File: src/hdl/vec_pkg.sv
// vector list format
`default_nettype none

package vec_pkg;

    ////////////////////////////////////////
    // widths
    ////////////////////////////////////////
    localparam int COORD_WIDTH = 8;                    // one screen axis
    localparam int ADR_WIDTH   = 8;                    // 256 list entries
    localparam int WORD_WIDTH  = 2 * COORD_WIDTH + 2;  // x, y and two flags

    // entry layout, x in the top bits
    localparam int X_MSB    = WORD_WIDTH - 1;
    localparam int X_LSB    = X_MSB - COORD_WIDTH + 1;
    localparam int Y_MSB    = X_LSB - 1;
    localparam int Y_LSB    = Y_MSB - COORD_WIDTH + 1;
    localparam int LINE_BIT = 1;
    localparam int POS_BIT  = 0;   // pos and line together end the list

    ////////////////////////////////////////
    // types
    ////////////////////////////////////////
    typedef logic [COORD_WIDTH-1:0] coord_t;     // unsigned screen coordinate
    typedef logic [ADR_WIDTH-1:0]   vec_adr_t;
    typedef logic [WORD_WIDTH-1:0]  vec_word_t;  // one list entry

endpackage

`default_nettype wire

File: src/hdl/vector_list_ram.sv
// vector list memory
`timescale 1ns/1ns
`default_nettype none

module vector_list_ram (
    input  wire                     clk,
    input  wire                     we,
    input  wire vec_pkg::vec_adr_t  wr_adr,
    input  wire vec_pkg::vec_word_t wr_data,
    input  wire vec_pkg::vec_adr_t  rd_adr,
    output vec_pkg::vec_word_t      rd_data
);

    import vec_pkg::*;

    vec_word_t mem [2**ADR_WIDTH];

    // load port, open at any time
    always_ff @(posedge clk) begin
        if (we) begin
            mem[wr_adr] <= wr_data;
        end
    end

    // registered read for the sequencer
    always_ff @(posedge clk) begin
        rd_data <= mem[rd_adr];  // old data on a same-cycle write
    end

endmodule

`default_nettype wire

File: config.mk
export PLATFORM = sky130hd
export DESIGN_NAME = vector_list_ram
export DESIGN_NICKNAME = d
export VERILOG_FILES = /design/src/hdl/vec_pkg.sv /design/src/hdl/vector_list_ram.sv
export SDC_FILE = /design/constraint.sdc
export NUM_CORES = 2
export LEC_CHECK = 0
export CAP_MARGIN = 10
export CORE_MARGIN = 2
export CORE_UTILIZATION = 40
export DETAILED_ROUTE_END_ITERATION = 8
export DONT_BUFFER_PORTS = 1
export HOLD_SLACK_MARGIN = 0.03
export PLACE_DENSITY = 0.56
export SLEW_MARGIN = 40
export SYNTH_ARGS = -nofsm -noshare
export SYNTH_HDL_FRONTEND = slang
export SYNTH_MEMORY_MAX_BITS = 65536
export SYNTH_SLANG_ARGS = --single-unit
File: constraint.sdc
create_clock -name clk -period 4.9 [get_ports clk]
set_input_delay 0.245 -clock clk [delete_from_list [all_inputs] [get_ports clk]]
set_output_delay 0.245 -clock clk [all_outputs]
set_load 0.1 [all_outputs]
==> flow_metrics.env <==
export IMPL_dp_hpwl_um=272000
export IMPL_finalMaxSlewViolations=0
export IMPL_grt_pass1_wl_um=688000
export IMPL_postPlaceCellArea_mm2=0.188
export IMPL_status="completed"
export IMPL_antenna_left=0
export IMPL_cpMostUsedCell="buf_16"
export IMPL_vias=88800
export IMPL_synth_avg_cell_area_um2=21.5
export IMPL_design_die_area_mm2=0.451
export IMPL_crit_chain="buf_16 > buf_16 > buf_16 > or2_4 > buf_12 > buf_4 > o221ai_1 > o22ai_1 > nor3_1 > nor3_1 > a22o_1 > nor4_2"
export IMPL_fin_skew_ns=0.0664
export IMPL_numCtsBuffers=460
export IMPL_crit_path_start="rd_adr[1]"
export IMPL_postSynth_asyncResetShare_pct=0
export IMPL_crit_type="input port to flop"
export IMPL_route_detailed_drc=0
export IMPL_critPathArrivalTime_ns=4.80
export IMPL_rsz0062_at_grt="no"
export IMPL_wl_um=494000
export IMPL_period_needed_ns=3.93
export IMPL_multiInputGateArea_mm2=0.0374
export IMPL_slowest_stage="or2_4"
export IMPL_r2r_slack_ns=1.97
export IMPL_power_leakage_uw=0.0644
export IMPL_synth_nets=8317
export IMPL_ys_flop_type="edfxtp_1"
export IMPL_die_w_um=672
export IMPL_critPathMaxFanout=92
export IMPL_num_rows=245
export IMPL_synthCells=8281
export IMPL_drt_iter0_markers=11100
export IMPL_maxSlewHeadroom_pct=35.2
export IMPL_timing_fmax_mhz=254
export IMPL_fillCellCount=37000
export IMPL_slowest_delay_ns=0.51
export IMPL_root_buffer="clkbuf_16"
export IMPL_syn_to_final_growth_pct=14.7
export IMPL_htree_num_levels=5
export IMPL_routedWlPerCell_um=32.6
export IMPL_rr_endpoint="rd_data[0]"
export IMPL_layout_drive_gt1_share_pct=25.0
export IMPL_start_util_pct=40.1
export IMPL_grt_max_degree=257
export IMPL_power_density_mw_per_mm2=401
export IMPL_ys_top_cells_by_area="edfxtp_1 (78%), mux4_2 (11%), mux2i_1 (4.4%), o221ai_1 (1.6%), o22ai_1 (0.84%)"
export IMPL_yosysWarnings=0
export IMPL_tns_ns=0
export IMPL_synth_edf_count=4608
export IMPL_io_pins=54
export IMPL_io_buffers=0
export IMPL_ir_drop_mv=0.376
export IMPL_cap_viol_max_count=0
export IMPL_clkLatencyLatePin_ns=1.02
export IMPL_tightest_slew_ns=0.972
export IMPL_netlist_area_leader_share_pct=77.6
export IMPL_dr_pass1_iters=5
export IMPL_min_path_cells=3
export IMPL_gp_congestion=0.865
export IMPL_hold_ws_ns=0.0762
export IMPL_final_seq_area_mm2=0.139
export IMPL_hold_viol=0
export IMPL_hold_class="input port to flop"
export IMPL_fin_crit_sh_pct=80.2
export IMPL_die_h_um=672
export IMPL_antenna_found_initial=32
export IMPL_grt_pass1_vias=87500
export IMPL_r2r_start="mem[23][0]"
export IMPL_grt_overflow=0
export IMPL_synth_largest_area_cell="edfxtp_1"
export IMPL_endpoint_kind="flop"
export IMPL_design_area_mm2=0.205
export IMPL_reg2reg_depth=5
export IMPL_final_common_cell="edfxtp_1"
export IMPL_final_setup_viol_count=0
export IMPL_cts_max_path_buffers=4
export IMPL_cts_tree="done"
export IMPL_cts_sinks=4626
export IMPL_worstSetupEndpoint="rd_data[4]"
export IMPL_required_ns=5.77
export IMPL_yosysSeqAreaShare_pct=77.8
export IMPL_yosysUniqueCellTypes=41
export IMPL_worst_setup_path_start_kind="input port"
export IMPL_ys_seq_elements=4626
export IMPL_core_mm2=0.444
export IMPL_nets=8858
export IMPL_final_cell_mix="edfxtp_1 (4608), mux4_2 (864), mux2i_1 (792), clkbuf_16 (463), buf_4 (415)"
export IMPL_netlist_area_mm2=0.178
export IMPL_via_per_inst=5.86
export IMPL_grt_total_usage_pct=21.5
export IMPL_path_clk_slew_ns=0.06
[how the worst min path moves through the flow]
stage	startpoint	to	slack [ns]
2_1_floorplan	wr_data[0]	mem[0][0]	0.34
3_3_place_gp	wr_data[11]	mem[182][11]	0.38
3_5_place_dp	wr_data[11]	mem[182][11]	0.38
4_1_cts	wr_adr[2]	mem[196][15]	0.03
5_1_grt	we	mem[152][12]	0.04
6_report	we	mem[152][10]	0.08
[cell usage after synthesis, drive strengths merged (18+ instances only)]
| master | count |
|---|---|
| nand2 | 81 |
| a22oi | 51 |
| nand4 | 27 |
| nor3 | 159 |
| a22o | 19 |
| edfxtp | 4608 |
| o22ai | 238 |
| nand3 | 23 |
| a21oi | 190 |
| o221ai | 318 |
| clkbuf | 228 |
| buf | 268 |
| mux4 | 864 |
| a31oi | 20 |
| nor2 | 290 |
| nor4 | 34 |
| mux2i | 792 |
| dfxtp | 18 |
[cell type report]
cell class,count,area share (%)
antenna,22,0.0269
inverter,4,0.0135
multi-input combinational,3155,18.3
timing repair buffer,575,3.16
tap,5928,3.63
sequential,4626,67.8
clock inverter,283,1.18
clock buffer,567,5.87
[layer usage]
layer,part of all wire [%],wire length (µm),global-route usage (%)
met2,47,232000,34.0
met1,41,204000,30.1
met5,0.010,51,0
met4,4.1,20300,8.02
met3,7.7,38000,3.42
[cells by family after synthesis]
family | count (synthesis) | share of synthesized area, %
compound gates | 862 | 3.41
buf+inv | 500 | 1.73
flops | 4626 | 77.8
mux | 1656 | 15.4
simple gates | 637 | 1.66
[sequential cells by signal (all words and copies together), names as in the netlist]
signal / count
rd_data: 18
mem: 4608
[report_power, final]
group	internal (µW)	leakage, µW	total, µW	switching (µW)
Combinational	1500	0.0158	4400	2910
Sequential	43600	0.0416	43700	106
Clock	19000	0.00701	33900	14900
[critical path, delay by kind of cell]
kind	cells	cell delay, ns
buf+inv	5	1.96
simple gates	4	1.20
compound gates	3	0.91
[timing repair]
| action | CTS | global route |
|---|---|---|
| setup endpoints to repair | 0 | 0 |
| buffers inserted | 0 | 0 |
| hold buffers | 61 | 1 |
| endpoints found under the hold margin | 5414 | 1 |
| resized for setup | 0 | 0 |
[stage by stage]
step                      util [%]  setup slack [ns]  std cells  total power, µW
after detailed placement      42.2             0.206      14200            48100
after floorplan                  -              2.40       8281            46900
after CTS                     45.7              1.30      15100            82500
after global routing          46.0             0.952      15100            84300
after global placement        42.1             0.817      14200            47900
final                         46.0             0.969      15200            82000
Note: power is estimated with default switching activity, not from simulation.
