`src/hdl/vec_pkg.sv`:
```
// vector list format
`default_nettype none

package vec_pkg;

    ////////////////////////////////////////
    // widths
    ////////////////////////////////////////
    localparam int COORD_WIDTH = 8;                    // one screen axis
    localparam int ADR_WIDTH   = 8;                    // 256 list entries
    localparam int WORD_WIDTH  = 2 * COORD_WIDTH + 2;  // x, y and two flags

    // entry layout, x in the top bits
    localparam int X_MSB    = WORD_WIDTH - 1;
    localparam int X_LSB    = X_MSB - COORD_WIDTH + 1;
    localparam int Y_MSB    = X_LSB - 1;
    localparam int Y_LSB    = Y_MSB - COORD_WIDTH + 1;
    localparam int LINE_BIT = 1;
    localparam int POS_BIT  = 0;   // pos and line together end the list

    ////////////////////////////////////////
    // types
    ////////////////////////////////////////
    typedef logic [COORD_WIDTH-1:0] coord_t;     // unsigned screen coordinate
    typedef logic [ADR_WIDTH-1:0]   vec_adr_t;
    typedef logic [WORD_WIDTH-1:0]  vec_word_t;  // one list entry

endpackage

`default_nettype wire

```
`src/hdl/draw_pkg.sv`:
```
// drawing side types
`default_nettype none

package draw_pkg;

    // one extra bit so coordinate differences stay in range
    localparam int BRES_WIDTH   = vec_pkg::COORD_WIDTH + 1;
    localparam int ERR_WIDTH    = BRES_WIDTH + 2;  // room for twice the error term
    localparam int FRAME_W      = 256;             // pixels per row
    localparam int FB_ADR_WIDTH = 16;

    typedef logic signed [BRES_WIDTH-1:0] bres_coord_t;
    typedef logic signed [ERR_WIDTH-1:0]  bres_err_t;
    typedef logic [FB_ADR_WIDTH-1:0]      fb_adr_t;     // row * FRAME_W + column

    ////////////////////////////////////////
    // state machines
    ////////////////////////////////////////
    typedef enum logic [2:0] {
        SEQ_IDLE,   // waiting for run
        SEQ_FETCH,  // ram read in flight
        SEQ_LOAD,
        SEQ_SEND,
        SEQ_WAIT,   // segment being drawn
        SEQ_NEXT
    } seq_state_t;

    typedef enum logic {
        LINE_IDLE,
        LINE_STEP
    } line_state_t;

endpackage

`default_nettype wire

```
`src/hdl/pixel_writer.sv`:
```
// frame buffer pixel writer
`timescale 1ns/1ns
`default_nettype none

module pixel_writer (
    input  wire                  clk,
    input  wire                  rst,
    input  wire                  pix_valid,
    input  wire vec_pkg::coord_t pix_x,
    input  wire vec_pkg::coord_t pix_y,
    output logic                 pixel_we,
    output draw_pkg::fb_adr_t    pixel_adr
);

    import vec_pkg::*;
    import draw_pkg::*;

    coord_t last_x;      // last pixel written
    coord_t last_y;
    logic   have_last;
    logic   repeat_pix;
    logic   accept;

    // segments chained end to start repeat one pixel
    assign repeat_pix = have_last && (pix_x == last_x) && (pix_y == last_y);
    assign accept     = pix_valid && !repeat_pix;

    always_ff @(posedge clk) begin
        if (rst) begin
            have_last <= 1'b0;
            pixel_we  <= 1'b0;
        end else begin
            pixel_we <= accept;
            if (accept) begin
                have_last <= 1'b1;
            end
        end
    end

    always_ff @(posedge clk) begin
        if (accept) begin
            last_x    <= pix_x;
            last_y    <= pix_y;
            pixel_adr <= fb_adr_t'(pix_y * FRAME_W + pix_x);  // linear, row major
        end
    end

endmodule

`default_nettype wire

```
`config.mk`:
```
export PLATFORM = sky130hd
export DESIGN_NAME = pixel_writer
export DESIGN_NICKNAME = d
export VERILOG_FILES = /design/src/hdl/vec_pkg.sv /design/src/hdl/draw_pkg.sv /design/src/hdl/pixel_writer.sv
export SDC_FILE = /design/constraint.sdc
export NUM_CORES = 1
export LEC_CHECK = 0
export ABC_AREA = 0
export BUFFER_PORTS_ARGS = -buffer_cell sky130_fd_sc_hd__buf_2
export CAP_MARGIN = 20
export CORE_UTILIZATION = 40
export CTS_BUF_LIST = sky130_fd_sc_hd__clkbuf_8 sky130_fd_sc_hd__clkbuf_16
export CTS_CLUSTER_SIZE = 30
export DETAILED_ROUTE_END_ITERATION = 7
export GPL_TIMING_DRIVEN = 0
export PLACE_DENSITY = 0.8
export SLEW_MARGIN = 20
export SYNTH_ARGS = -nofsm -noshare
export SYNTH_HDL_FRONTEND = slang
export SYNTH_SLANG_ARGS = --single-unit
```
`constraint.sdc`:
```
create_clock -name clk -period 2.2 [get_ports clk]
set_input_delay 0.11 -clock clk [delete_from_list [all_inputs] [get_ports clk]]
set_output_delay 0.11 -clock clk [all_outputs]
set_load 0.01 [all_outputs]
```
==> results.json <==
{
  "status": "completed",
  "ir_drop_mv": 0.4023,
  "crit_type": "register to register",
  "clockBufferDepth": 2,
  "critPathLaunch": "pixel_adr[10]",
  "antenna_found_initial": 0,
  "num_vias": 489,
  "hp-class": "primary input to register",
  "power.switching_mw": 0.1662,
  "drc": 0,
  "rows": 15,
  "tightest_slew_ns": 0.8667,
  "io-pin-count": 36,
  "setup_tns_ns": 0,
  "hold_buffers": 0,
  "critPathCaptureType": "register",
  "via_per_inst": 4.486,
  "cts_made_buffers": 3,
  "setup_viol": 0,
  "pre_cts_ws_ns": 0.3738,
  "critical-path-slowest-cell": "a21boi_2",
  "critPathMaxStageDelay_ns": 0.66,
  "yosysUniqueCellTypes": 11,
  "clock_sinks": 18,
  "multi_input_area_sq_um": 212.7,
  "clock_power_share_pct": 29.9,
  "cts_tree": "yes",
  "grt_usage_pct": 13.92,
  "clk_pin_slew_ns": 0.07,
  "areaGrowthSynthToFinish_pct": 34.99,
  "ys.flop_type": "edfxtp_1",
  "required_ns": 2.07,
  "synth-edff-count": 16,
  "dp_cells": 105,
  "ys_seq_area_share_pct": 71.36,
  "arrival_ns": 1.67,
  "avgSynthCellArea_sq_um": 16.21,
  "r2r_start": "pixel_adr[10]",
  "leakage_nw": 0.3855,
  "clk_latency_ns": 0.24,
  "postCtsSetupRepairBufs": 0,
  "die-area_sq_um": 1999,
  "max_freq_mhz": 555.3,
  "root_buffer": "clkbuf_8",
  "initial_core_util_pct": 42.25,
  "dp_hpwl_mm": 1.016,
  "crit_path_start_kind": "register",
  "fin_worst_skew_ns": 0.003792,
  "layout-drive-gt1-share_pct": 47.62,
  "fp.dieH_microns": 44.71,
  "maxCapViolCount": 0,
  "synth_top_area_cell": "edfxtp_1",
  "maxSlewViolCount": 0,
  "synth_fp_nets": 64,
  "sw_frac_of_total_pct": 22.25,
  "p_int_mw": 0.5807,
  "grt_pass1_wl_mm": 1.883,
  "worstSetupEndpoint": "pixel_adr[6]",
  "htree_levels": 1,
  "instances_no_fill": 109,
  "grt_setup_unrepaired": "no",
  "ff_latch_area_sq_um": 520.5,
  "fin_nets": 104,
  "diodes": 0,
  "fin_util_pct": 57.03,
  "post-synth-top-area-fraction_pct": 65.87,
  "min_period_ns": 1.801,
  "synth_commonest_cells": "edfxtp_1, xnor2_1, nand4_1",
  "post_cts_resized": 0,
  "maxSlewHeadroom_pct": 41.88,
  "r2r_slack_ns": 0.40,
  "grt_max_degree": 17,
  "synthArstFlopShare_pct": 0,
  "finalHoldViolations": 0,
  "wl_per_cell_microns": 11.67,
  "seq_power_share_pct": 55.9,
  "syn_inst": 45,
  "port_buffers": 35,
  "gp_congestion": 0.6693,
  "grt-ovfl-total": 0,
  "ant_nets": 0,
  "drt_iter0_markers": 11,
  "ff2ff_path_depth": 4,
  "die_x_microns": 44.71,
  "crit_fanout": 16,
  "syn_area_sq_um": 729.5,
  "ys_ff_latch": 18,
  "p_per_area_nw_per_um2": 758.5,
  "whs_ns": 0.03134,
  "core_region_area_sq_um": 1727,
  "drt-total-wl_mm": 1.272,
  "worstReg2RegEnd": "pixel_adr[6]",
  "setup_ws_ns": 0.3992,
  "critical_path.cell_chain": "xnor2_1 -> nand4_1 -> nor4_2 -> a21boi_2",
  "ys_top_cells_by_area": "edfxtp_1, xnor2_1, dfxtp_1",
  "fill_cells": 157,
  "combPwrFrac_pct": 14.2,
  "finalCritPeriodShare_pct": 81.85,
  "grt_pass1_vias": 457,
  "ys.warnings.count": 0,
  "dr.pass1.iters": 4
}
-- sequential cells by signal, indices dropped and copies added, names as in the netlist --
name	count
pixel_adr	16
have_last	1
pixel_we	1
-- per-layer routing --
metal | up-vias | GRT usage (%) | wire, microns
met3 | 2 | 2.400 | 70
met5 | - | 0 | 0
li1 | 241 | - | -
met2 | 20 | 24.71 | 625
met1 | 226 | 15.24 | 552
met4 | 0 | 9.091 | 23
-- power by group through the flow --
stage | sequential [mW] | clock (mW) | combinational (mW)
CTS | 0.419 | 0.226 | 0.108
floorplan | 0.438 | 0 | 0.0426
global placement | 0.424 | 0 | 0.105
finish | 0.418 | 0.223 | 0.106
detailed placement | 0.425 | 0 | 0.108
global route | 0.421 | 0.243 | 0.116
-- layout by cell type, fill, tap and decap left out, types with 2 or more instances in the layout --
master    Yosys  routed
dfxtp_1       2       2
nand4_1       3       3
xnor2_1      16      16
buf_2         0      35
nor2_1        2       2
clkbuf_8      0       3
edfxtp_1     16      16
-- kinds of logic (layout without fill, tap and decap cells) --
family / count (synthesis) / count (layout) / share of synthesized area (%)
flops: 18 / 18 / 71.36
xor+xnor: 16 / 16 / 19.21
simple gates: 9 / 9 / 7.720
compound gates: 2 / 2 / 1.715
buf+inv: 0 / 39 / 0
-- cell type report --
cell class                 instances  share of cell area [%]
clock buffer                       3                   4.193
multi-input combinational         27                   21.60
clock inverter                     1                  0.3812
sequential                        18                   52.86
timing repair buffer              35                   17.79
tap                               25                   3.177
-- worst min path at each step --
stage | from | cells after the start | endpoint | slack [ns]
2_1_floorplan | rst | 1 | have_last | 0.18
3_3_place_gp | rst | 2 | have_last | 0.28
3_5_place_dp | rst | 2 | have_last | 0.29
4_1_cts | rst | 2 | have_last | 0.03
5_1_grt | rst | 2 | have_last | 0.04
6_report | rst | 2 | have_last | 0.03
-- worst max-delay path: cells and delay by family (launching register included) --
family | cells | cell delay (ns)
and+or+nand+nor | 2 | 0.21
AOI/OAI and AO/OA | 1 | 0.66
xor gates and xnor gates | 1 | 0.15
DFF | 1 | 0.40
-- stage by stage --
step | total power [mW] | cell area [sq um]
detailed placement | 0.5333 | 939.7
global placement | 0.5285 | 935.9
floorplan | 0.4801 | 729.5
CTS | 0.7519 | 984.7
finish | 0.7469 | 984.7
global route | 0.7805 | 984.7
(Power assumes the default switching activity.)
