**config.mk**
```make
export PLATFORM = sky130hd
export DESIGN_NAME = vector_manage_flat
export DESIGN_NICKNAME = d
export VERILOG_FILES = /design/src/hdl/vec_pkg.sv /design/src/hdl/draw_pkg.sv /design/src/hdl/line_if.sv /design/src/hdl/vector_manage.sv /design/src/flat_wrapper.sv
export SDC_FILE = /design/constraint.sdc
export NUM_CORES = 1
export LEC_CHECK = 0
export BUFFER_PORTS_ARGS = -buffer_cell sky130_fd_sc_hd__buf_4
export CAP_MARGIN = 25
export CORE_MARGIN = 5
export CORE_UTILIZATION = 46
export CTS_BUF_LIST = sky130_fd_sc_hd__clkbuf_16
export CTS_CLUSTER_DIAMETER = 50
export DETAILED_ROUTE_END_ITERATION = 8
export PLACE_DENSITY = 0.76
export SLEW_MARGIN = 5
export SYNTH_ARGS = -nofsm -noshare
export SYNTH_HDL_FRONTEND = slang
export SYNTH_SLANG_ARGS = --single-unit
```
**constraint.sdc**
```tcl
create_clock -name clk -period 1.7 [get_ports clk]
set_input_delay 0.255 -clock clk [delete_from_list [all_inputs] [get_ports clk]]
set_output_delay 0.255 -clock clk [all_outputs]
set_load 0.01 [all_outputs]
```
**src/hdl/vec_pkg.sv**
```systemverilog
// vector list format
`default_nettype none

package vec_pkg;

    ////////////////////////////////////////
    // widths
    ////////////////////////////////////////
    localparam int COORD_WIDTH = 8;                    // one screen axis
    localparam int ADR_WIDTH   = 8;                    // 256 list entries
    localparam int WORD_WIDTH  = 2 * COORD_WIDTH + 2;  // x, y and two flags

    // entry layout, x in the top bits
    localparam int X_MSB    = WORD_WIDTH - 1;
    localparam int X_LSB    = X_MSB - COORD_WIDTH + 1;
    localparam int Y_MSB    = X_LSB - 1;
    localparam int Y_LSB    = Y_MSB - COORD_WIDTH + 1;
    localparam int LINE_BIT = 1;
    localparam int POS_BIT  = 0;   // pos and line together end the list

    ////////////////////////////////////////
    // types
    ////////////////////////////////////////
    typedef logic [COORD_WIDTH-1:0] coord_t;     // unsigned screen coordinate
    typedef logic [ADR_WIDTH-1:0]   vec_adr_t;
    typedef logic [WORD_WIDTH-1:0]  vec_word_t;  // one list entry

endpackage

`default_nettype wire

```
**src/hdl/draw_pkg.sv**
```systemverilog
// drawing side types
`default_nettype none

package draw_pkg;

    // one extra bit so coordinate differences stay in range
    localparam int BRES_WIDTH   = vec_pkg::COORD_WIDTH + 1;
    localparam int ERR_WIDTH    = BRES_WIDTH + 2;  // room for twice the error term
    localparam int FRAME_W      = 256;             // pixels per row
    localparam int FB_ADR_WIDTH = 16;

    typedef logic signed [BRES_WIDTH-1:0] bres_coord_t;
    typedef logic signed [ERR_WIDTH-1:0]  bres_err_t;
    typedef logic [FB_ADR_WIDTH-1:0]      fb_adr_t;     // row * FRAME_W + column

    ////////////////////////////////////////
    // state machines
    ////////////////////////////////////////
    typedef enum logic [2:0] {
        SEQ_IDLE,   // waiting for run
        SEQ_FETCH,  // ram read in flight
        SEQ_LOAD,
        SEQ_SEND,
        SEQ_WAIT,   // segment being drawn
        SEQ_NEXT
    } seq_state_t;

    typedef enum logic {
        LINE_IDLE,
        LINE_STEP
    } line_state_t;

endpackage

`default_nettype wire

```
**src/hdl/line_if.sv**
```systemverilog
// segment request channel
`timescale 1ns/1ns
`default_nettype none

interface line_if;

    logic                  go;    // one cycle pulse
    draw_pkg::bres_coord_t stax;
    draw_pkg::bres_coord_t stay;
    draw_pkg::bres_coord_t endx;
    draw_pkg::bres_coord_t endy;
    logic                  done;  // pulse after the last pixel

    // endpoints stay stable from go until done
    modport seq (output go, stax, stay, endx, endy, input done);
    modport drawer (input go, stax, stay, endx, endy, output done);

endinterface

`default_nettype wire

```
**src/hdl/vector_manage.sv**
```systemverilog
// vector list sequencer
`timescale 1ns/1ns
`default_nettype none

module vector_manage (
    input  wire                     clk,
    input  wire                     rst,
    input  wire                     run,
    output vec_pkg::vec_adr_t       adr,
    input  wire vec_pkg::vec_word_t entry,
    line_if.seq                     seg,
    output logic                    pass_done
);

    import vec_pkg::*;
    import draw_pkg::*;

    seq_state_t  state;
    seq_state_t  state_nxt;
    bres_coord_t pen_x;     // previous pen position
    bres_coord_t pen_y;
    bres_coord_t new_x;
    bres_coord_t new_y;
    logic        is_pos;
    logic        is_line;
    logic        is_term;
    logic        pen_move;

    ////////////////////////////////////////
    // entry decode
    ////////////////////////////////////////
    assign new_x    = {1'b0, entry[X_MSB:X_LSB]};  // zero extend into signed
    assign new_y    = {1'b0, entry[Y_MSB:Y_LSB]};
    assign is_pos   = entry[POS_BIT];
    assign is_line  = entry[LINE_BIT];
    assign is_term  = is_pos && is_line;
    assign pen_move = is_pos ^ is_line;  // exactly one flag

    assign pass_done = (state == SEQ_LOAD) && is_term;
    assign seg.go    = (state == SEQ_SEND);

    ////////////////////////////////////////
    // next state
    ////////////////////////////////////////
    always_comb begin
        state_nxt = state;
        case (state)
            SEQ_IDLE:  state_nxt = run ? SEQ_FETCH : SEQ_IDLE;
            SEQ_FETCH: state_nxt = SEQ_LOAD;
            SEQ_LOAD:  state_nxt = is_term ? SEQ_IDLE : SEQ_SEND;
            SEQ_SEND:  state_nxt = SEQ_WAIT;
            SEQ_WAIT:  state_nxt = seg.done ? SEQ_NEXT : SEQ_WAIT;
            SEQ_NEXT:  state_nxt = SEQ_FETCH;
            default:   state_nxt = SEQ_IDLE;
        endcase
    end

    // state, list address and pen
    always_ff @(posedge clk) begin
        if (rst) begin
            state <= SEQ_IDLE;
            adr   <= '0;
            pen_x <= '0;
            pen_y <= '0;
        end else begin
            state <= state_nxt;
            case (state)
                SEQ_IDLE: begin
                    adr   <= '0;  // every pass starts at the top
                    pen_x <= '0;
                    pen_y <= '0;
                end
                SEQ_LOAD: begin
                    if (pen_move) begin
                        pen_x <= new_x;
                        pen_y <= new_y;
                    end
                end
                SEQ_NEXT: adr <= adr + 1'b1;
                default: ;
            endcase
        end
    end

    ////////////////////////////////////////
    // segment endpoints
    ////////////////////////////////////////
    // neither flag leaves the last segment in place, so it is drawn again
    always_ff @(posedge clk) begin
        if (state == SEQ_LOAD) begin
            if (is_pos && !is_line) begin  // single point
                seg.stax <= new_x;
                seg.stay <= new_y;
                seg.endx <= new_x;
                seg.endy <= new_y;
            end else if (is_line && !is_pos) begin
                seg.stax <= pen_x;  // from the pen
                seg.stay <= pen_y;
                seg.endx <= new_x;
                seg.endy <= new_y;
            end
        end
    end

endmodule

`default_nettype wire

```
**src/flat_wrapper.sv**
```systemverilog
// flat-port wrapper written by rule: the top's interface ports become plain ports
module vector_manage_flat import vec_pkg::*; import draw_pkg::*;
  (clk, rst, run, adr, entry, pass_done, seg_go, seg_stax, seg_stay, seg_endx, seg_endy, seg_done);
  line_if seg_i ();
  input  wire clk;
  input  wire rst;
  input  wire run;
  output vec_pkg::vec_adr_t adr;
  input  wire vec_pkg::vec_word_t entry;
  output logic pass_done;
  output wire logic [$bits(seg_i.go)-1:0] seg_go;
  output wire logic [$bits(seg_i.stax)-1:0] seg_stax;
  output wire logic [$bits(seg_i.stay)-1:0] seg_stay;
  output wire logic [$bits(seg_i.endx)-1:0] seg_endx;
  output wire logic [$bits(seg_i.endy)-1:0] seg_endy;
  input wire logic [$bits(seg_i.done)-1:0] seg_done;
  assign seg_go = seg_i.go;
  assign seg_stax = seg_i.stax;
  assign seg_stay = seg_i.stay;
  assign seg_endx = seg_i.endx;
  assign seg_endy = seg_i.endy;
  assign seg_i.done = seg_done;
  vector_manage u_core (.clk(clk), .rst(rst), .run(run), .adr(adr), .entry(entry), .seg(seg_i), .pass_done(pass_done));
endmodule
```
==> run metrics <==
first-pass GRT wire length 7583 um; 1st-pass router iterations 4; crit path cell chain buf_4, inv_2, and3_1, buf_4; CP max stage cell dfxtp_2; die width 82.51 um; Avg Cell Area, Syn 12.53 um^2; MaxCap Viol Count 0; Remaining DRCs 0; Root Buffer clkbuf_16; clk_skew 0.006067 ns; most used cell, CP buf_4; flops & latches, synth 59; Clock power frac 50.5%; sequential area share after synthesis 62.08%; Worst-Margin Slew 0.5255 ns; initial antenna violation count 0; WP data required 1.44 ns; status complete, no violations; Die ar. 6808 um^2; dpl hpwl 3424 um; Pleak 1.312 nW; Worst-Skew Late Latency 0.32 ns; Max clock buf depth 2; DRT antenna net count 0; average wire per standard cell 14.62 um; RSZ-0062 raised after global routing no; GRT Total Usage 15.22%; flop-to-flop setup slack 0.22 ns; Yosys cell types 38; DR vias 1755; vias in the first global route 1634; crit end category output port; IO Pins 68; postcts setup bufs 0; R2R Path Start u_core.adr[3]; crit-path max FO 11; PD cells 1130 nW/um^2; worst setup path startpoint u_core.state[2]; peak supply drop 0.0005116 V; Synth top area share 39.73%; Worst Min Path Start entry[7]; Routed WL 4957 um; site row count 26; CTS tree yes; Max H-tree Level 3; DIE HEIGHT 82.51 um; Initial DRC Count 96; Core ar. 5107 um^2; port bufs 63; Comb pwr share 7.6%; Post-Route Setup TNS 0 ns; internal power consumption 0.002962 W; min Tclk post-route 1.557 ns; share of cells above drive strength 1 40.89%; startpoint types flop; # diodes 0; Synth area leaders edfxtp_1 40%, dfxtp_1 22%, mux2_2 8.8%; Yosys warning count 0; Final #Nets 289; initial core utilization 47.35%; relative slew slack 64.97%; NetSw 0.0007865 W; mapped cell area 2419 um^2; final setup fails 0; largest net degree at the start of global routing 49; CTS Sinks 59; CTS Buf Count 9; worst min-delay path class input pin to flop; cell accounting for the most synthesized area edfxtp_1; kind of critical path flop to output port; Critical Path AT 1.30 ns; cells after synthesis 193; clock slew at reported path FFs 0.05 ns; GPL Wtd Cong 0.7864; fmax 642.3 MHz; Max Slew Vio Count 0; final hold vios 0; remaining global-route overflow 0; synthesis-to-layout area growth 37.14%; vias per cell 5.177; fin crit share 91.58%; CP peak stage delay 0.39 ns; Net Sw Frac 20.98%; power share of the sequential group 41.8%; fin util 64.94%
## placed cells by master (no fill, tap or decap), drive strengths merged, types with 5 or more instances in the layout
master and count:
nor2b 5, a21oi 5, o21ai 6, clkbuf 9
inv 7, nor2 20, mux2 19, edfxtp 32
buf 72, dfxtp 27, a22oi 16
## cell type report
type | instances | area (um^2)
Fill cell | 411 | 1790
Sequential cell | 59 | 1504
Multi-Input combinational cell | 116 | 818.3
Timing Repair Buffer | 72 | 565.5
Clock buffer | 9 | 225.2
Clock inverter | 7 | 93.84
Tap cell | 70 | 87.58
Inverter | 6 | 22.52
## worst paths after layout
check / to / depth (start not counted)
max: seg_go / 4
min: u_core.seg.endy[5] / 1
max reg2reg: u_core.adr[6] / 3
min reg2reg: u_core.pen_y[1] / 2
## Yosys cell counts
cell / n
buf_6: 1
o32ai_1: 2
nor4b_4: 1
o21ai_0: 6
nor2_1: 20
nand3b_1: 2
o22a_1: 1
dfxtp_1: 27
and3b_1: 1
o21bai_1: 1
nand2_1: 4
a31oi_1: 1
or4_1: 1
o211ai_1: 2
nor4_1: 2
clkbuf_1: 5
o41a_1: 1
edfxtp_1: 32
a21oi_1: 5
o21a_1: 1
buf_4: 5
buf_2: 4
nor3_1: 2
and3_1: 2
ha_1: 3
a211oi_1: 1
inv_2: 1
o22ai_1: 1
nor3b_1: 3
inv_1: 5
a211o_1: 1
mux2_2: 19
nand2b_1: 4
nor2b_1: 5
conb_1: 1
nand4_1: 1
a22oi_1: 16
nand3_1: 3
## metrics by stage
stage | instances | hold WS (ns) | setup WS (ns) | power, W | cell area [um^2]
final | 339 | 0.1292 | 0.1431 | 0.003748 | 3317
after global routing | 339 | 0.1201 | 0.06998 | 0.003865 | 3317
after global placement | 323 | 0.4536 | 0.06580 | 0.001878 | 2995
after CTS | 339 | 0.1207 | 0.02952 | 0.003774 | 3314
after detailed placement | 323 | 0.4538 | 0.03032 | 0.001884 | 2995
after floorplan | 196 | 0.3539 | 0.08330 | 0.001757 | 2430
## worst max-delay path, delay by kind of cell, from the launching register on
family / cells / cell delay [ns]
flops: 1 / 0.39
buf+inv: 3 / 0.40
simple gates: 1 / 0.20
## power by group through the flow
stage / logic (W) / clock network (W) / registers [W]
after floorplan: 0.000152 / 0 / 0.00161
after global placement: 0.000283 / 0 / 0.00160
after detailed placement: 0.000287 / 0 / 0.00160
after CTS: 0.000289 / 0.00192 / 0.00157
after global routing: 0.000311 / 0.00198 / 0.00157
final: 0.000286 / 0.00189 / 0.00157
## flip-flops by register name (all words and copies together), names as in the netlist
register	flops
u_core.adr	8
u_core.pen_x	8
u_core.pen_y	8
u_core.seg.endx	8
u_core.seg.endy	8
u_core.seg.stax	8
u_core.seg.stay	8
u_core.state	3
## per-layer routing
layer | vias to the layer above | global-route usage, % | part of all wire, %
met1 | 835 | 17.73 | 39
met5 | - | 0 | 0
met2 | 55 | 24.68 | 51
li1 | 855 | - | -
met4 | 0 | 10.13 | 1.6
met3 | 10 | 3.905 | 7.7
## repair_timing
action / CTS / global route
gates resized for setup: 0 / 2
hold buffers: 0 / 0
setup endpoints to repair: 0 / 2
## logic make-up after synthesis
| kind of cell | count (synthesis) | synth area share, % |
|---|---|---|
| mux | 19 | 8.847 |
| other cells | 1 | 0.1551 |
| compound gates | 39 | 11.23 |
| simple gates | 51 | 11.59 |
| buf+inv | 21 | 4.553 |
| flops | 59 | 62.08 |
| fa+ha+maj | 3 | 1.552 |
Note: power is estimated with default switching activity, not from simulation.
