[src/hdl/vec_pkg.sv]
// vector list format
`default_nettype none

package vec_pkg;

    ////////////////////////////////////////
    // widths
    ////////////////////////////////////////
    localparam int COORD_WIDTH = 8;                    // one screen axis
    localparam int ADR_WIDTH   = 8;                    // 256 list entries
    localparam int WORD_WIDTH  = 2 * COORD_WIDTH + 2;  // x, y and two flags

    // entry layout, x in the top bits
    localparam int X_MSB    = WORD_WIDTH - 1;
    localparam int X_LSB    = X_MSB - COORD_WIDTH + 1;
    localparam int Y_MSB    = X_LSB - 1;
    localparam int Y_LSB    = Y_MSB - COORD_WIDTH + 1;
    localparam int LINE_BIT = 1;
    localparam int POS_BIT  = 0;   // pos and line together end the list

    ////////////////////////////////////////
    // types
    ////////////////////////////////////////
    typedef logic [COORD_WIDTH-1:0] coord_t;     // unsigned screen coordinate
    typedef logic [ADR_WIDTH-1:0]   vec_adr_t;
    typedef logic [WORD_WIDTH-1:0]  vec_word_t;  // one list entry

endpackage

`default_nettype wire

[src/hdl/draw_pkg.sv]
// drawing side types
`default_nettype none

package draw_pkg;

    // one extra bit so coordinate differences stay in range
    localparam int BRES_WIDTH   = vec_pkg::COORD_WIDTH + 1;
    localparam int ERR_WIDTH    = BRES_WIDTH + 2;  // room for twice the error term
    localparam int FRAME_W      = 256;             // pixels per row
    localparam int FB_ADR_WIDTH = 16;

    typedef logic signed [BRES_WIDTH-1:0] bres_coord_t;
    typedef logic signed [ERR_WIDTH-1:0]  bres_err_t;
    typedef logic [FB_ADR_WIDTH-1:0]      fb_adr_t;     // row * FRAME_W + column

    ////////////////////////////////////////
    // state machines
    ////////////////////////////////////////
    typedef enum logic [2:0] {
        SEQ_IDLE,   // waiting for run
        SEQ_FETCH,  // ram read in flight
        SEQ_LOAD,
        SEQ_SEND,
        SEQ_WAIT,   // segment being drawn
        SEQ_NEXT
    } seq_state_t;

    typedef enum logic {
        LINE_IDLE,
        LINE_STEP
    } line_state_t;

endpackage

`default_nettype wire

[src/hdl/line_if.sv]
// segment request channel
`timescale 1ns/1ns
`default_nettype none

interface line_if;

    logic                  go;    // one cycle pulse
    draw_pkg::bres_coord_t stax;
    draw_pkg::bres_coord_t stay;
    draw_pkg::bres_coord_t endx;
    draw_pkg::bres_coord_t endy;
    logic                  done;  // pulse after the last pixel

    // endpoints stay stable from go until done
    modport seq (output go, stax, stay, endx, endy, input done);
    modport drawer (input go, stax, stay, endx, endy, output done);

endinterface

`default_nettype wire

[src/hdl/bresenham.sv]
// bresenham line drawer
`timescale 1ns/1ns
`default_nettype none

module bresenham (
    input  wire             clk,
    input  wire             rst,
    line_if.drawer          seg,
    output logic            pix_valid,
    output vec_pkg::coord_t pix_x,
    output vec_pkg::coord_t pix_y
);

    import vec_pkg::*;
    import draw_pkg::*;

    line_state_t state;
    bres_coord_t cur_x;
    bres_coord_t cur_y;
    bres_coord_t end_x;
    bres_coord_t end_y;
    bres_coord_t diff_x;
    bres_coord_t diff_y;
    bres_err_t   go_dx;    // |dx| of the new segment
    bres_err_t   go_dy;    // -|dy|
    bres_err_t   dx;
    bres_err_t   dy;
    bres_err_t   err;
    bres_err_t   e2;
    bres_err_t   err_nxt;
    logic        neg_x;    // step direction, set for decreasing
    logic        neg_y;
    logic        step_x;
    logic        step_y;
    logic        at_end;

    ////////////////////////////////////////
    // setup from the request
    ////////////////////////////////////////
    assign diff_x = seg.endx - seg.stax;
    assign diff_y = seg.endy - seg.stay;
    assign go_dx  = bres_err_t'((diff_x < 0) ? -diff_x : diff_x);
    assign go_dy  = bres_err_t'((diff_y < 0) ? diff_y : -diff_y);

    // error term step, all octants
    assign e2      = err <<< 1;
    assign step_x  = (e2 >= dy);
    assign step_y  = (e2 <= dx);
    assign err_nxt = err + (step_x ? dy : '0) + (step_y ? dx : '0);
    assign at_end  = (cur_x == end_x) && (cur_y == end_y);

    assign pix_valid = (state == LINE_STEP);  // current point is on the line
    assign pix_x     = coord_t'(cur_x);
    assign pix_y     = coord_t'(cur_y);

    ////////////////////////////////////////
    // control
    ////////////////////////////////////////
    always_ff @(posedge clk) begin
        if (rst) begin
            state    <= LINE_IDLE;
            seg.done <= 1'b0;
        end else begin
            seg.done <= 1'b0;
            case (state)
                LINE_IDLE: begin
                    if (seg.go) begin
                        state <= LINE_STEP;
                    end
                end
                LINE_STEP: begin
                    if (at_end) begin
                        state    <= LINE_IDLE;
                        seg.done <= 1'b1;  // cycle after the end pixel
                    end
                end
                default: state <= LINE_IDLE;
            endcase
        end
    end

    // position and error term
    always_ff @(posedge clk) begin
        if (state == LINE_IDLE && seg.go) begin
            cur_x <= seg.stax;
            cur_y <= seg.stay;
            end_x <= seg.endx;
            end_y <= seg.endy;
            dx    <= go_dx;
            dy    <= go_dy;
            err   <= go_dx + go_dy;
            neg_x <= (diff_x < 0);
            neg_y <= (diff_y < 0);
        end else if (state == LINE_STEP && !at_end) begin
            err <= err_nxt;
            if (step_x) begin
                cur_x <= neg_x ? cur_x - 1'b1 : cur_x + 1'b1;
            end
            if (step_y) begin
                cur_y <= neg_y ? cur_y - 1'b1 : cur_y + 1'b1;
            end
        end
    end

endmodule

`default_nettype wire

[src/flat_wrapper.sv]
// flat-port wrapper written by rule: the top's interface ports become plain ports
module bresenham_flat import vec_pkg::*; import draw_pkg::*;
  (clk, rst, pix_valid, pix_x, pix_y, seg_go, seg_stax, seg_stay, seg_endx, seg_endy, seg_done);
  line_if seg_i ();
  input  wire clk;
  input  wire rst;
  output logic pix_valid;
  output vec_pkg::coord_t pix_x;
  output vec_pkg::coord_t pix_y;
  input wire logic [$bits(seg_i.go)-1:0] seg_go;
  input wire logic [$bits(seg_i.stax)-1:0] seg_stax;
  input wire logic [$bits(seg_i.stay)-1:0] seg_stay;
  input wire logic [$bits(seg_i.endx)-1:0] seg_endx;
  input wire logic [$bits(seg_i.endy)-1:0] seg_endy;
  output wire logic [$bits(seg_i.done)-1:0] seg_done;
  assign seg_i.go = seg_go;
  assign seg_i.stax = seg_stax;
  assign seg_i.stay = seg_stay;
  assign seg_i.endx = seg_endx;
  assign seg_i.endy = seg_endy;
  assign seg_done = seg_i.done;
  bresenham u_core (.clk(clk), .rst(rst), .seg(seg_i), .pix_valid(pix_valid), .pix_x(pix_x), .pix_y(pix_y));
endmodule
[config.mk]
export PLATFORM = sky130hd
export DESIGN_NAME = bresenham_flat
export DESIGN_NICKNAME = d
export VERILOG_FILES = /design/src/hdl/vec_pkg.sv /design/src/hdl/draw_pkg.sv /design/src/hdl/line_if.sv /design/src/hdl/bresenham.sv /design/src/flat_wrapper.sv
export SDC_FILE = /design/constraint.sdc
export NUM_CORES = 1
export LEC_CHECK = 0
export BUFFER_PORTS_ARGS = -buffer_cell sky130_fd_sc_hd__buf_2
export CAP_MARGIN = 5
export CORE_ASPECT_RATIO = 0.6
export CORE_UTILIZATION = 61
export DETAILED_ROUTE_END_ITERATION = 7
export GPL_TIMING_DRIVEN = 0
export PLACE_DENSITY = 0.84
export SLEW_MARGIN = 40
export SYNTH_ARGS = -nofsm -noshare
export SYNTH_HDL_FRONTEND = slang
export SYNTH_SLANG_ARGS = --single-unit
[constraint.sdc]
create_clock -name clk -period 6.2 [get_ports clk]
set_input_delay 0.62 -clock clk [delete_from_list [all_inputs] [get_ports clk]]
set_output_delay 0.62 -clock clk [all_outputs]
set_load 0.005 [all_outputs]
==> insert_results.sql, run 1 <==
INSERT INTO impl_metrics (metric_group, metric, value, unit) VALUES
('outcome', 'run_status', 'complete, no violations', ''),
('floorplan', 'die_area', '10400', 'um2'),
('worst_hold_path', 'holdCritPathClass', 'input port to flip-flop', ''),
('timing', 'fmax', '193', 'MHz'),
('clocking', 'cts.sinks', '72', ''),
('place', 'place.gp.congestion', '0.989', ''),
('cells_and_area', 'layout-drive-gt1-share', '14.9', '%'),
('timing', 'rsz0062_at_grt', 'false', ''),
('yosys', 'asr_flop_ratio_synth', '0', '%'),
('cells_and_area', 'area_growth', '12.5', '%'),
('timing', 'setup-violations-final', '0', ''),
('critical_path', 'worstPathArrival', '5.27', 'ns'),
('timing', 'timing.final.max_slew_violations', '0', ''),
('drt', 'routed_wire_length_per_instance', '19.0', 'um'),
('grt', 'number_of_antenna_violations_at_the_first_check_in_global_routing', '0', ''),
('timing', 'report.final.hold_viol_count', '0', ''),
('yosys', 'unique_cell_type_count_in_the_yosys_netlist', '62', ''),
('yosys', 'yosys_register_bits', '72', ''),
('clocking', 'cts_tree', 'built', ''),
('clocking', 'worst_setup_hold_path_clk_slew', '0.06', 'ns'),
('floorplan', 'core-area', '9430', 'um2'),
('grt', 'grt_pass1_wl', '24900', 'um'),
('critical_path', 'timing.critical_path.required', '6.29', 'ns'),
('cells_and_area', 'finish.utilization', '72.7', '%'),
('critical_path', 'criticalPathCategory', 'input port to flip-flop', ''),
('floorplan', 'die_x', '131', 'um'),
('clocking', 'postCtsSetupBuffers', '0', ''),
('yosys', 'synth.yosys.warnings', '0', ''),
('drt', 'drc_markers', '0', ''),
('place', 'post-place-ws', '0.842', 'ns'),
('grt', 'largest_net_degree_at_the_start_of_global_routing', '28', ''),
('drt', 'detail_route.iter0.violations', '521', ''),
('place', 'port_buffers', '56', ''),
('power_and_ir_drop', 'intPower', '2.00', 'mW'),
('power_and_ir_drop', 'power_density', '511', 'nW/um2'),
('critical_path', 'setup.worst_path.end_class', 'flip-flop', ''),
('power_and_ir_drop', 'combPwrFrac', '60.7', '%'),
('yosys', 'avgSynthCellArea', '9.69', 'um2'),
('cells_and_area', 'final_net_count', '821', ''),
('power_and_ir_drop', 'power_frac_seq', '24.9', '%'),
('yosys', 'synthFlopType', 'edfxtp_1', ''),
('clocking', 'number_of_hold_buffers_added_after_cts', '0', ''),
('power_and_ir_drop', 'power.clock.fraction', '14.4', '%'),
('power_and_ir_drop', 'finalPower', '3.50', 'mW'),
('drt', 'number_of_detailed_route_iterations_in_the_first_pass', '5', ''),
('grt', 'grt_remaining_overflow', '0', ''),
('place', 'detailed_place.area', '6570', 'um2'),
('power_and_ir_drop', 'power.net_switching', '1.50', 'mW'),
('drt', 'route.detailed.vias_per_inst', '5.98', ''),
('clocking', 'cts_root_cell', 'clkbuf_16', ''),
('timing', 'maxSlewHeadroom', '51.4', '%'),
('cells_and_area', 'final_common_cell', 'inv_1', ''),
('flow_run', 'timing.max_cap.violations', '0', ''),
('timing', 'tightestPinTransition', '0.730', 'ns'),
('cells_and_area', 'non_filler_cell_area_final', '6860', 'um2'),
('yosys', 'post_synth_inst_count', '629', ''),
('floorplan', 'die_h', '79.4', 'um'),
('cells_and_area', 'antenna-diode-count', '0', ''),
('floorplan', 'floorplan.io_pins', '57', ''),
('timing', 'clock_skew', '0.00576', 'ns'),
('floorplan', 'placementRows', '27', ''),
('clocking', 'cts.htree.levels', '3', ''),
('timing', 'min_period_over_period', '83.5', '%'),
('critical_path', 'worst-path-max-fanout', '9', ''),
('yosys', 'synth-edff-count', '70', ''),
('clocking', 'max-clock-path-buffers', '2', ''),
('clocking', 'resized_gates_after_cts', '0', ''),
('place', 'dp_hpwl', '12200', 'um'),
('power_and_ir_drop', 'vdd_ir_drop_max', '225', 'uV'),
('grt', 'grt_pass1_vias', '4872', ''),
('floorplan', 'initial_core_util', '64.7', '%');
==> sequential cells by signal, summed over array words and instances, names as in the netlist <==
signal            flops
u_core.cur_x          9
u_core.cur_y          9
u_core.dx            11
u_core.dy            11
u_core.end_x          9
u_core.end_y          9
u_core.err           10
u_core.neg_x          1
u_core.neg_y          1
u_core.pix_valid      1
u_core.seg.done       1
==> cell families after synthesis <==
family,share of synthesized area (%)
other cells,0.0615
compound gates,14.1
buf+inv,7.70
flops,35.1
mux,0.349
simple gates,13.1
xor+xnor,10.5
fa+ha+maj,19.1
==> synth_stat cells (3+ instances only) <==
cell | n | share of area [%]
a211oi_1 | 7 | 0.86
a21o_1 | 8 | 0.99
a21oi_1 | 46 | 3.8
and3_1 | 3 | 0.31
buf_1 | 4 | 0.25
buf_4 | 16 | 2.0
clkbuf_1 | 4 | 0.25
edfxtp_1 | 70 | 34
fa_1 | 15 | 4.9
ha_1 | 69 | 14
inv_1 | 84 | 5.2
nand2_1 | 44 | 2.7
nand2b_1 | 13 | 1.3
nand3_1 | 7 | 0.57
nand3b_1 | 3 | 0.37
nand4_1 | 7 | 0.72
nor2_1 | 49 | 3.0
nor2b_1 | 6 | 0.62
nor3_1 | 10 | 0.82
o21a_1 | 12 | 1.5
o21ai_0 | 26 | 2.1
o21bai_1 | 3 | 0.37
o31ai_1 | 7 | 0.86
or2_2 | 3 | 0.31
or3_1 | 3 | 0.31
xnor2_1 | 45 | 6.5
xor2_1 | 20 | 2.9
==> worst paths after layout <==
| check | from | end | slack (ns) | cells past startpoint |
|---|---|---|---|---|
| setup / recovery | seg_endx[0] | u_core.err[8] | 1.02 | 19 |
| hold reg to reg | u_core.end_x[8] | u_core.seg.done | 0.61 | 3 |
| hold / removal | rst | u_core.seg.done | 0.47 | 2 |
| setup reg to reg | u_core.err[9] | u_core.err[9] | 1.15 | 18 |
==> power groups by stage <==
| stage | Combinational [mW] | Clock [mW] | Sequential (mW) |
|---|---|---|---|
| after detailed placement | 2.04 | 0 | 0.874 |
| after floorplan | 1.58 | 0 | 0.830 |
| after CTS | 2.08 | 0.500 | 0.866 |
| after global routing | 2.36 | 0.517 | 0.882 |
| final | 2.13 | 0.504 | 0.871 |
| after global placement | 1.93 | 0 | 0.869 |
==> cell type report <==
type / count / area, um2
tap: 130 / 163
fill: 679 / 2570
clock buffer: 16 / 282
sequential: 72 / 2140
multi-input combinational: 449 / 3500
buffer: 24 / 154
timing repair buffer: 57 / 300
inverter: 85 / 319
==> layer usage <==
layer	vias to the layer above	global-route usage [%]	wire length, um
met1	2372	46.2	6970
met5	-	0	0
li1	2311	-	-
met4	0	7.93	217
met2	277	50.2	6850
met3	24	7.64	1760
==> critical path, stage by stage <==
cell       delay [ns]
buf_2            0.11
inv_1            0.05
ha_1             0.19
inv_1            0.07
fa_1             0.43
a211oi_1         0.24
nor2_1           0.10
o31ai_1          0.29
a21oi_1          0.16
xnor2_2          0.43
mux2_2           0.47
fa_1             0.48
a21o_1           0.23
a21oi_1          0.23
o21bai_1         0.12
a2111oi_0        0.49
nor3_1           0.14
xor2_1           0.20
o21a_1           0.20
Note: power is estimated with default switching activity, not from simulation.
==> run 2: changes to the inputs <==
==> constraint.sdc (replaced) <==
create_clock -name clk -period 5.4 [get_ports clk]
set_input_delay 0.54 -clock clk [delete_from_list [all_inputs] [get_ports clk]]
set_output_delay 0.54 -clock clk [all_outputs]
set_load 0.005 [all_outputs]
==> insert_results.sql, run 2 (synthesis results as in run 1) <==
INSERT INTO impl_metrics (metric_group, metric, value, unit) VALUES
('clocking', 'cts_root_cell', 'clkbuf_16', ''),
('critical_path', 'r2r-start', 'u_core.err[9]', ''),
('clocking', 'worst_setup_hold_path_clk_slew', '0.06', 'ns'),
('critical_path', 'worst-path-max-fanout', '10', ''),
('cells_and_area', 'layout-drive-gt1-share', '14.9', '%'),
('timing', 'tightestPinTransition', '0.732', 'ns'),
('timing', 'timing.final.max_slew_violations', '0', ''),
('timing', 'setup_ws', '0.334', 'ns'),
('place', 'post-place-ws', '0.122', 'ns'),
('cells_and_area', 'final_net_count', '821', ''),
('timing', 'report.final.hold_viol_count', '0', ''),
('drt', 'routed_wire_length_per_instance', '19.0', 'um'),
('grt', 'largest_net_degree_at_the_start_of_global_routing', '28', ''),
('timing', 'layout_min_cycle_time', '5.07', 'ns'),
('clocking', 'cts.htree.levels', '3', ''),
('floorplan', 'initial_core_util', '64.7', '%'),
('clocking', 'max-clock-path-buffers', '2', ''),
('timing', 'setup-violations-final', '0', ''),
('cells_and_area', 'layout.filler_cells', '681', ''),
('critical_path', 'regToRegSetupSlack', '0.33', 'ns'),
('clocking', 'clk_latency', '0.34', 'ns'),
('floorplan', 'die_area', '10400', 'um2'),
('clocking', 'postCtsSetupBuffers', '0', ''),
('critical_path', 'worstPathArrival', '5.13', 'ns'),
('floorplan', 'placementRows', '27', ''),
('outcome', 'run_status', 'complete, no violations', ''),
('grt', 'grt_pass1_vias', '4872', ''),
('power_and_ir_drop', 'power_leakage', '3.12', 'nW'),
('drt', 'route.detailed.vias_per_inst', '6.06', ''),
('grt', 'grt_remaining_overflow', '0', ''),
('drt', 'drc_markers', '0', ''),
('critical_path', 'setup.worst_path.start_class', 'flip-flop', ''),
('critical_path', 'regToRegEndpoint', 'u_core.err[9]', ''),
('floorplan', 'floorplan.io_pins', '57', ''),
('cells_and_area', 'multi_input_area', '3500', 'um2'),
('place', 'port_buffers', '56', ''),
('worst_hold_path', 'whs_endpoint', 'u_core.seg.done', ''),
('drt', 'detailroute.via_count', '5044', ''),
('worst_hold_path', 'worst_hold_startpoint', 'rst', ''),
('timing', 'tns', '0', 'ns'),
('place', 'post-place-cells', '817', ''),
('flow_run', 'timing.max_cap.violations', '0', ''),
('cells_and_area', 'final_common_cell', 'inv_1', ''),
('critical_path', 'setup.worst_path.end_class', 'flip-flop', ''),
('power_and_ir_drop', 'power_density', '588', 'nW/um2'),
('cells_and_area', 'area_growth', '12.5', '%'),
('drt', 'number_of_detailed_route_iterations_in_the_first_pass', '6', ''),
('worst_hold_path', 'holdCritPathClass', 'input port to flip-flop', ''),
('clocking', 'cts-buffers-inserted', '9', ''),
('cells_and_area', 'antenna-diode-count', '0', ''),
('place', 'place.gp.congestion', '0.989', ''),
('timing', 'rsz0062_at_grt', 'false', ''),
('cells_and_area', 'final_cells', '833', ''),
('timing', 'clock_skew', '0.00552', 'ns'),
('grt', 'grt_pass1_wl', '24900', 'um'),
('place', 'detailed_place.area', '6570', 'um2'),
('clocking', 'cts.sinks', '72', ''),
('critical_path', 'worst-r2r-cell-count', '18', ''),
('timing', 'maxSlewHeadroom', '51.2', '%'),
('clocking', 'cts_tree', 'built', ''),
('timing', 'min_period_over_period', '93.8', '%'),
('cells_and_area', 'non_filler_cell_area_final', '6860', 'um2'),
('cells_and_area', 'layout_top_registers', 'u_core.dx: 11 flops, u_core.dy: 11 flops, u_core.err: 10 flops', ''),
('cells_and_area', 'area_used_by_sequential_logic_in_the_layout', '2140', 'um2'),
('place', 'dp_hpwl', '12200', 'um'),
('drt', 'wl', '15900', 'um'),
('grt', 'number_of_antenna_violations_at_the_first_check_in_global_routing', '0', ''),
('critical_path', 'timing.critical_path.required', '5.47', 'ns'),
('drt', 'ant_nets', '0', ''),
('grt', 'global_route.usage.total', '32.5', '%'),
('drt', 'detail_route.iter0.violations', '527', ''),
('floorplan', 'die_x', '131', 'um'),
('floorplan', 'core-area', '9430', 'um2'),
('worst_hold_path', 'hold-path-cell-count', '2', ''),
('power_and_ir_drop', 'vdd_ir_drop_max', '261', 'uV'),
('critical_path', 'criticalPathCategory', 'flip-flop to flip-flop', ''),
('cells_and_area', 'final_cell_mix', 'inv_1, edfxtp_1, ha_1', ''),
('timing', 'fmax', '197', 'MHz'),
('floorplan', 'die_h', '79.4', 'um');
## run 2: what timing repair did
action	CTS	global route
resized for setup	0	1
hold buffers	0	0
setup endpoints to repair	0	1
## run 2: worst max path at each step
| stage | endpoint | slack [ns] | start | cells after the start |
|---|---|---|---|---|
| after floorplan | u_core.err[8] | 0.94 | seg_endx[0] | 18 |
| after global placement | u_core.err[8] | 0.26 | seg_endx[0] | 19 |
| after detailed placement | u_core.err[8] | 0.12 | seg_endx[0] | 19 |
| after CTS | u_core.err[8] | 0.43 | seg_endx[0] | 19 |
| after global routing | u_core.err[9] | 0.11 | u_core.err[9] | 18 |
| final | u_core.err[9] | 0.33 | u_core.err[9] | 18 |
## run 2: where the power goes
group / total [mW] / internal (mW) / switching (mW) / leakage [nW]
clock: 0.578 / 0.350 / 0.228 / 0.137
combinational: 2.45 / 1.10 / 1.35 / 2.29
sequential: 1.00 / 0.854 / 0.147 / 0.687
total: 4.03 / 2.30 / 1.73 / 3.12
## run 2: metal layers
layer	vias up	GRT usage (%)	share of wire, %
met5	-	0	0
met4	0	7.93	1.6
met3	30	7.64	11
met2	279	50.2	43
met1	2424	46.2	44
li1	2311	-	-
## run 2: cell type report
type	instances	area share (%)
Multi-Input combinational cell	449	51.0
Sequential cell	72	31.2
Inverter	85	4.65
Timing Repair Buffer	57	4.38
Clock buffer	16	4.11
Tap cell	130	2.37
Buffer	24	2.24
## run 2: critical path: stages, from the launching register on
cell and delay, ns:
edfxtp_1 0.45, ha_1 0.36, nand3_1 0.13, nor3_1 0.39, a32o_1 0.23, a41o_1 0.11
clkbuf_1 0.46, nand2_1 0.18, fa_1 0.53, inv_1 0.05, ha_1 0.24, fa_1 0.48
a211oi_1 0.24, nor2_1 0.11, o221ai_1 0.26, nand2b_1 0.12, xnor3_1 0.20, xnor2_1 0.16
mux2i_1 0.08
## run 2: stage by stage
stage	util [%]	total power, mW	hold WS, ns
final	72.7	4.03	0.387
after global placement	69.4	3.22	0.574
after CTS	72.7	3.96	0.382
after floorplan	-	2.76	0.536
after detailed placement	69.7	3.35	0.592
after global routing	72.7	4.31	0.381
==> run 3: changes to the inputs <==
--- a/config.mk
+++ b/config.mk
@@ -12,6 +12,7 @@
 export DETAILED_ROUTE_END_ITERATION = 7
 export GPL_TIMING_DRIVEN = 0
 export PLACE_DENSITY = 0.84
+export REMOVE_ABC_BUFFERS = 1
 export SLEW_MARGIN = 40
 export SYNTH_ARGS = -nofsm -noshare
 export SYNTH_HDL_FRONTEND = slang
==> insert_results.sql, run 3 (synthesis results as in run 1) <==
INSERT INTO impl_metrics (metric_group, metric, value, unit) VALUES
('critical_path', 'worst_path_largest_cell_delay', '0.53', 'ns'),
('drt', 'ant_nets', '0', ''),
('timing', 'clock_skew', '0.00677', 'ns'),
('drt', 'detailroute.via_count', '4868', ''),
('grt', 'largest_net_degree_at_the_start_of_global_routing', '42', ''),
('cells_and_area', 'final_cell_mix', 'inv_1, edfxtp_1, ha_1', ''),
('critical_path', 'setup.worst_path.start_class', 'flip-flop', ''),
('floorplan', 'die_h', '79.4', 'um'),
('timing', 'rsz0062_at_grt', 'false', ''),
('clocking', 'clk_latency', '0.34', 'ns'),
('critical_path', 'regToRegSetupSlack', '0.28', 'ns'),
('clocking', 'cts_tree', 'built', ''),
('clocking', 'cts.htree.levels', '3', ''),
('clocking', 'resized_gates_after_cts', '0', ''),
('cells_and_area', 'layout_top_registers', 'u_core.dx: 11 flops, u_core.dy: 11 flops, u_core.err: 10 flops', ''),
('place', 'dp_hpwl', '11800', 'um'),
('clocking', 'cts_root_cell', 'clkbuf_16', ''),
('drt', 'route.detailed.vias_per_inst', '6.01', ''),
('flow_run', 'timing.max_cap.violations', '0', ''),
('cells_and_area', 'final_cells', '810', ''),
('clocking', 'worst_setup_hold_path_clk_slew', '0.06', 'ns'),
('drt', 'drc_markers', '0', ''),
('timing', 'setup-violations-final', '0', ''),
('cells_and_area', 'antenna-diode-count', '0', ''),
('grt', 'grt_pass1_wl', '24300', 'um'),
('critical_path', 'worst-path-max-fanout', '11', ''),
('critical_path', 'timing.critical_path.required', '5.47', 'ns'),
('floorplan', 'die_x', '131', 'um'),
('critical_path', 'critPathBufInv', '1', ''),
('worst_hold_path', 'holdCritPathClass', 'input port to flip-flop', ''),
('critical_path', 'timing.critical_path.max_delay_family', 'adder cells', ''),
('floorplan', 'floorplan.io_pins', '57', ''),
('timing', 'min_period_over_period', '94.8', '%'),
('critical_path', 'crit_path_top_delay_cell', 'fa_1', ''),
('power_and_ir_drop', 'power_leakage', '3.04', 'nW'),
('grt', 'number_of_antenna_violations_at_the_first_check_in_global_routing', '0', ''),
('grt', 'grt_remaining_overflow', '0', ''),
('timing', 'timing.final.max_slew_violations', '0', ''),
('drt', 'routed_wire_length_per_instance', '18.7', 'um'),
('power_and_ir_drop', 'power_density', '596', 'nW/um2'),
('cells_and_area', 'layout-drive-gt1-share', '13.7', '%'),
('critical_path', 'worstPathArrival', '5.19', 'ns'),
('grt', 'global_route.usage.total', '32.0', '%'),
('critical_path', 'setup.worst_path.end_class', 'flip-flop', ''),
('clocking', 'cts-buffers-inserted', '9', ''),
('place', 'port_buffers', '56', ''),
('timing', 'maxSlewHeadroom', '55.2', '%'),
('timing', 'tightestPinTransition', '0.665', 'ns'),
('timing', 'layout_min_cycle_time', '5.12', 'ns'),
('timing', 'worst_hold_margin', '0.384', 'ns'),
('drt', 'detail_route.iter0.violations', '582', ''),
('power_and_ir_drop', 'vdd_ir_drop_max', '267', 'uV'),
('cells_and_area', 'final_net_count', '798', ''),
('timing', 'tns', '0', 'ns'),
('floorplan', 'core-area', '9430', 'um2'),
('drt', 'wl', '15200', 'um'),
('cells_and_area', 'area_growth', '10.7', '%'),
('drt', 'number_of_detailed_route_iterations_in_the_first_pass', '5', ''),
('clocking', 'max-clock-path-buffers', '2', ''),
('critical_path', 'worstPathCellList', 'ha_1 > nand3_1 > nor3_1 > a32o_1 > a41o_1 > nand2_1 > fa_1 > inv_1 > ha_1 > fa_1 > a211oi_1 > nor2_1 > o221ai_1 > nand2b_1 > xnor3_1 > xnor2_1 > mux2i_1', ''),
('critical_path', 'criticalPathCategory', 'flip-flop to flip-flop', ''),
('floorplan', 'placementRows', '27', ''),
('timing', 'fmax', '195', 'MHz'),
('cells_and_area', 'final_common_cell', 'inv_1', ''),
('outcome', 'run_status', 'complete, no violations', ''),
('timing', 'report.final.hold_viol_count', '0', ''),
('floorplan', 'initial_core_util', '64.7', '%'),
('grt', 'grt_pass1_vias', '4812', ''),
('floorplan', 'die_area', '10400', 'um2'),
('place', 'post-place-cells', '793', ''),
('clocking', 'cts.sinks', '72', ''),
('cells_and_area', 'layout.filler_cells', '702', ''),
('place', 'place.gp.congestion', '1.02', '');
## run 3: changes by cell type in the layout (fill, tap and decap cells not counted), sizes merged
| cell | previous run | this run |
|---|---|---|
| buf | 77 | 58 |
| clkinv | 0 | 2 |
| clkbuf | 20 | 10 |
| clkinvlp | 0 | 2 |
| bufinv | 0 | 2 |
## run 3: cell type report
type / instances / area [um2] / area share [%]
tap: 130 / 163 / 2.41
multi-input combinational: 449 / 3500 / 51.9
clock buffer: 10 / 229 / 3.39
clock inverter: 6 / 83.8 / 1.24
sequential: 72 / 2140 / 31.7
inverter: 85 / 322 / 4.76
timing repair buffer: 58 / 308 / 4.56
## run 3: report_power, final
part	internal, mW	leakage [nW]	switching (mW)	total (mW)
Sequential	0.854	0.687	0.148	1.00
Clock	0.402	0.146	0.235	0.637
Combinational	1.04	2.21	1.34	2.38
## run 3: timing repair
action | in CTS | in global routing
setup endpoints to repair | 0 | 1
hold buffers | 0 | 0
setup buffers | 0 | 1
## run 3: final timing paths
path                        start  depth (start not counted)          endpoint
setup reg to reg    u_core.err[9]                         17     u_core.err[9]
hold / removal                rst                          2  u_core.pix_valid
setup / recovery    u_core.err[9]                         17     u_core.err[9]
hold reg to reg   u_core.end_x[8]                          3   u_core.seg.done
## run 3: per-layer routing
metal / part of all wire, % / global-route usage [%]
met1: 44 / 44.7
met2: 43 / 48.9
met3: 11 / 8.38
met4: 1.7 / 9.31
met5: 0 / 0
## run 3: metrics by stage
| step | utilization [%] | total power [mW] | setup slack [ns] | area, um2 |
|---|---|---|---|---|
| global placement | 67.8 | 3.15 | 0.241 | 6390 |
| floorplan | - | 2.69 | 0.942 | 5950 |
| detailed placement | 68.2 | 3.31 | 0.0272 | 6430 |
| finish | 71.6 | 4.02 | 0.280 | 6750 |
| CTS | 71.5 | 3.98 | 0.364 | 6740 |
| global route | 71.6 | 4.34 | 0.107 | 6750 |
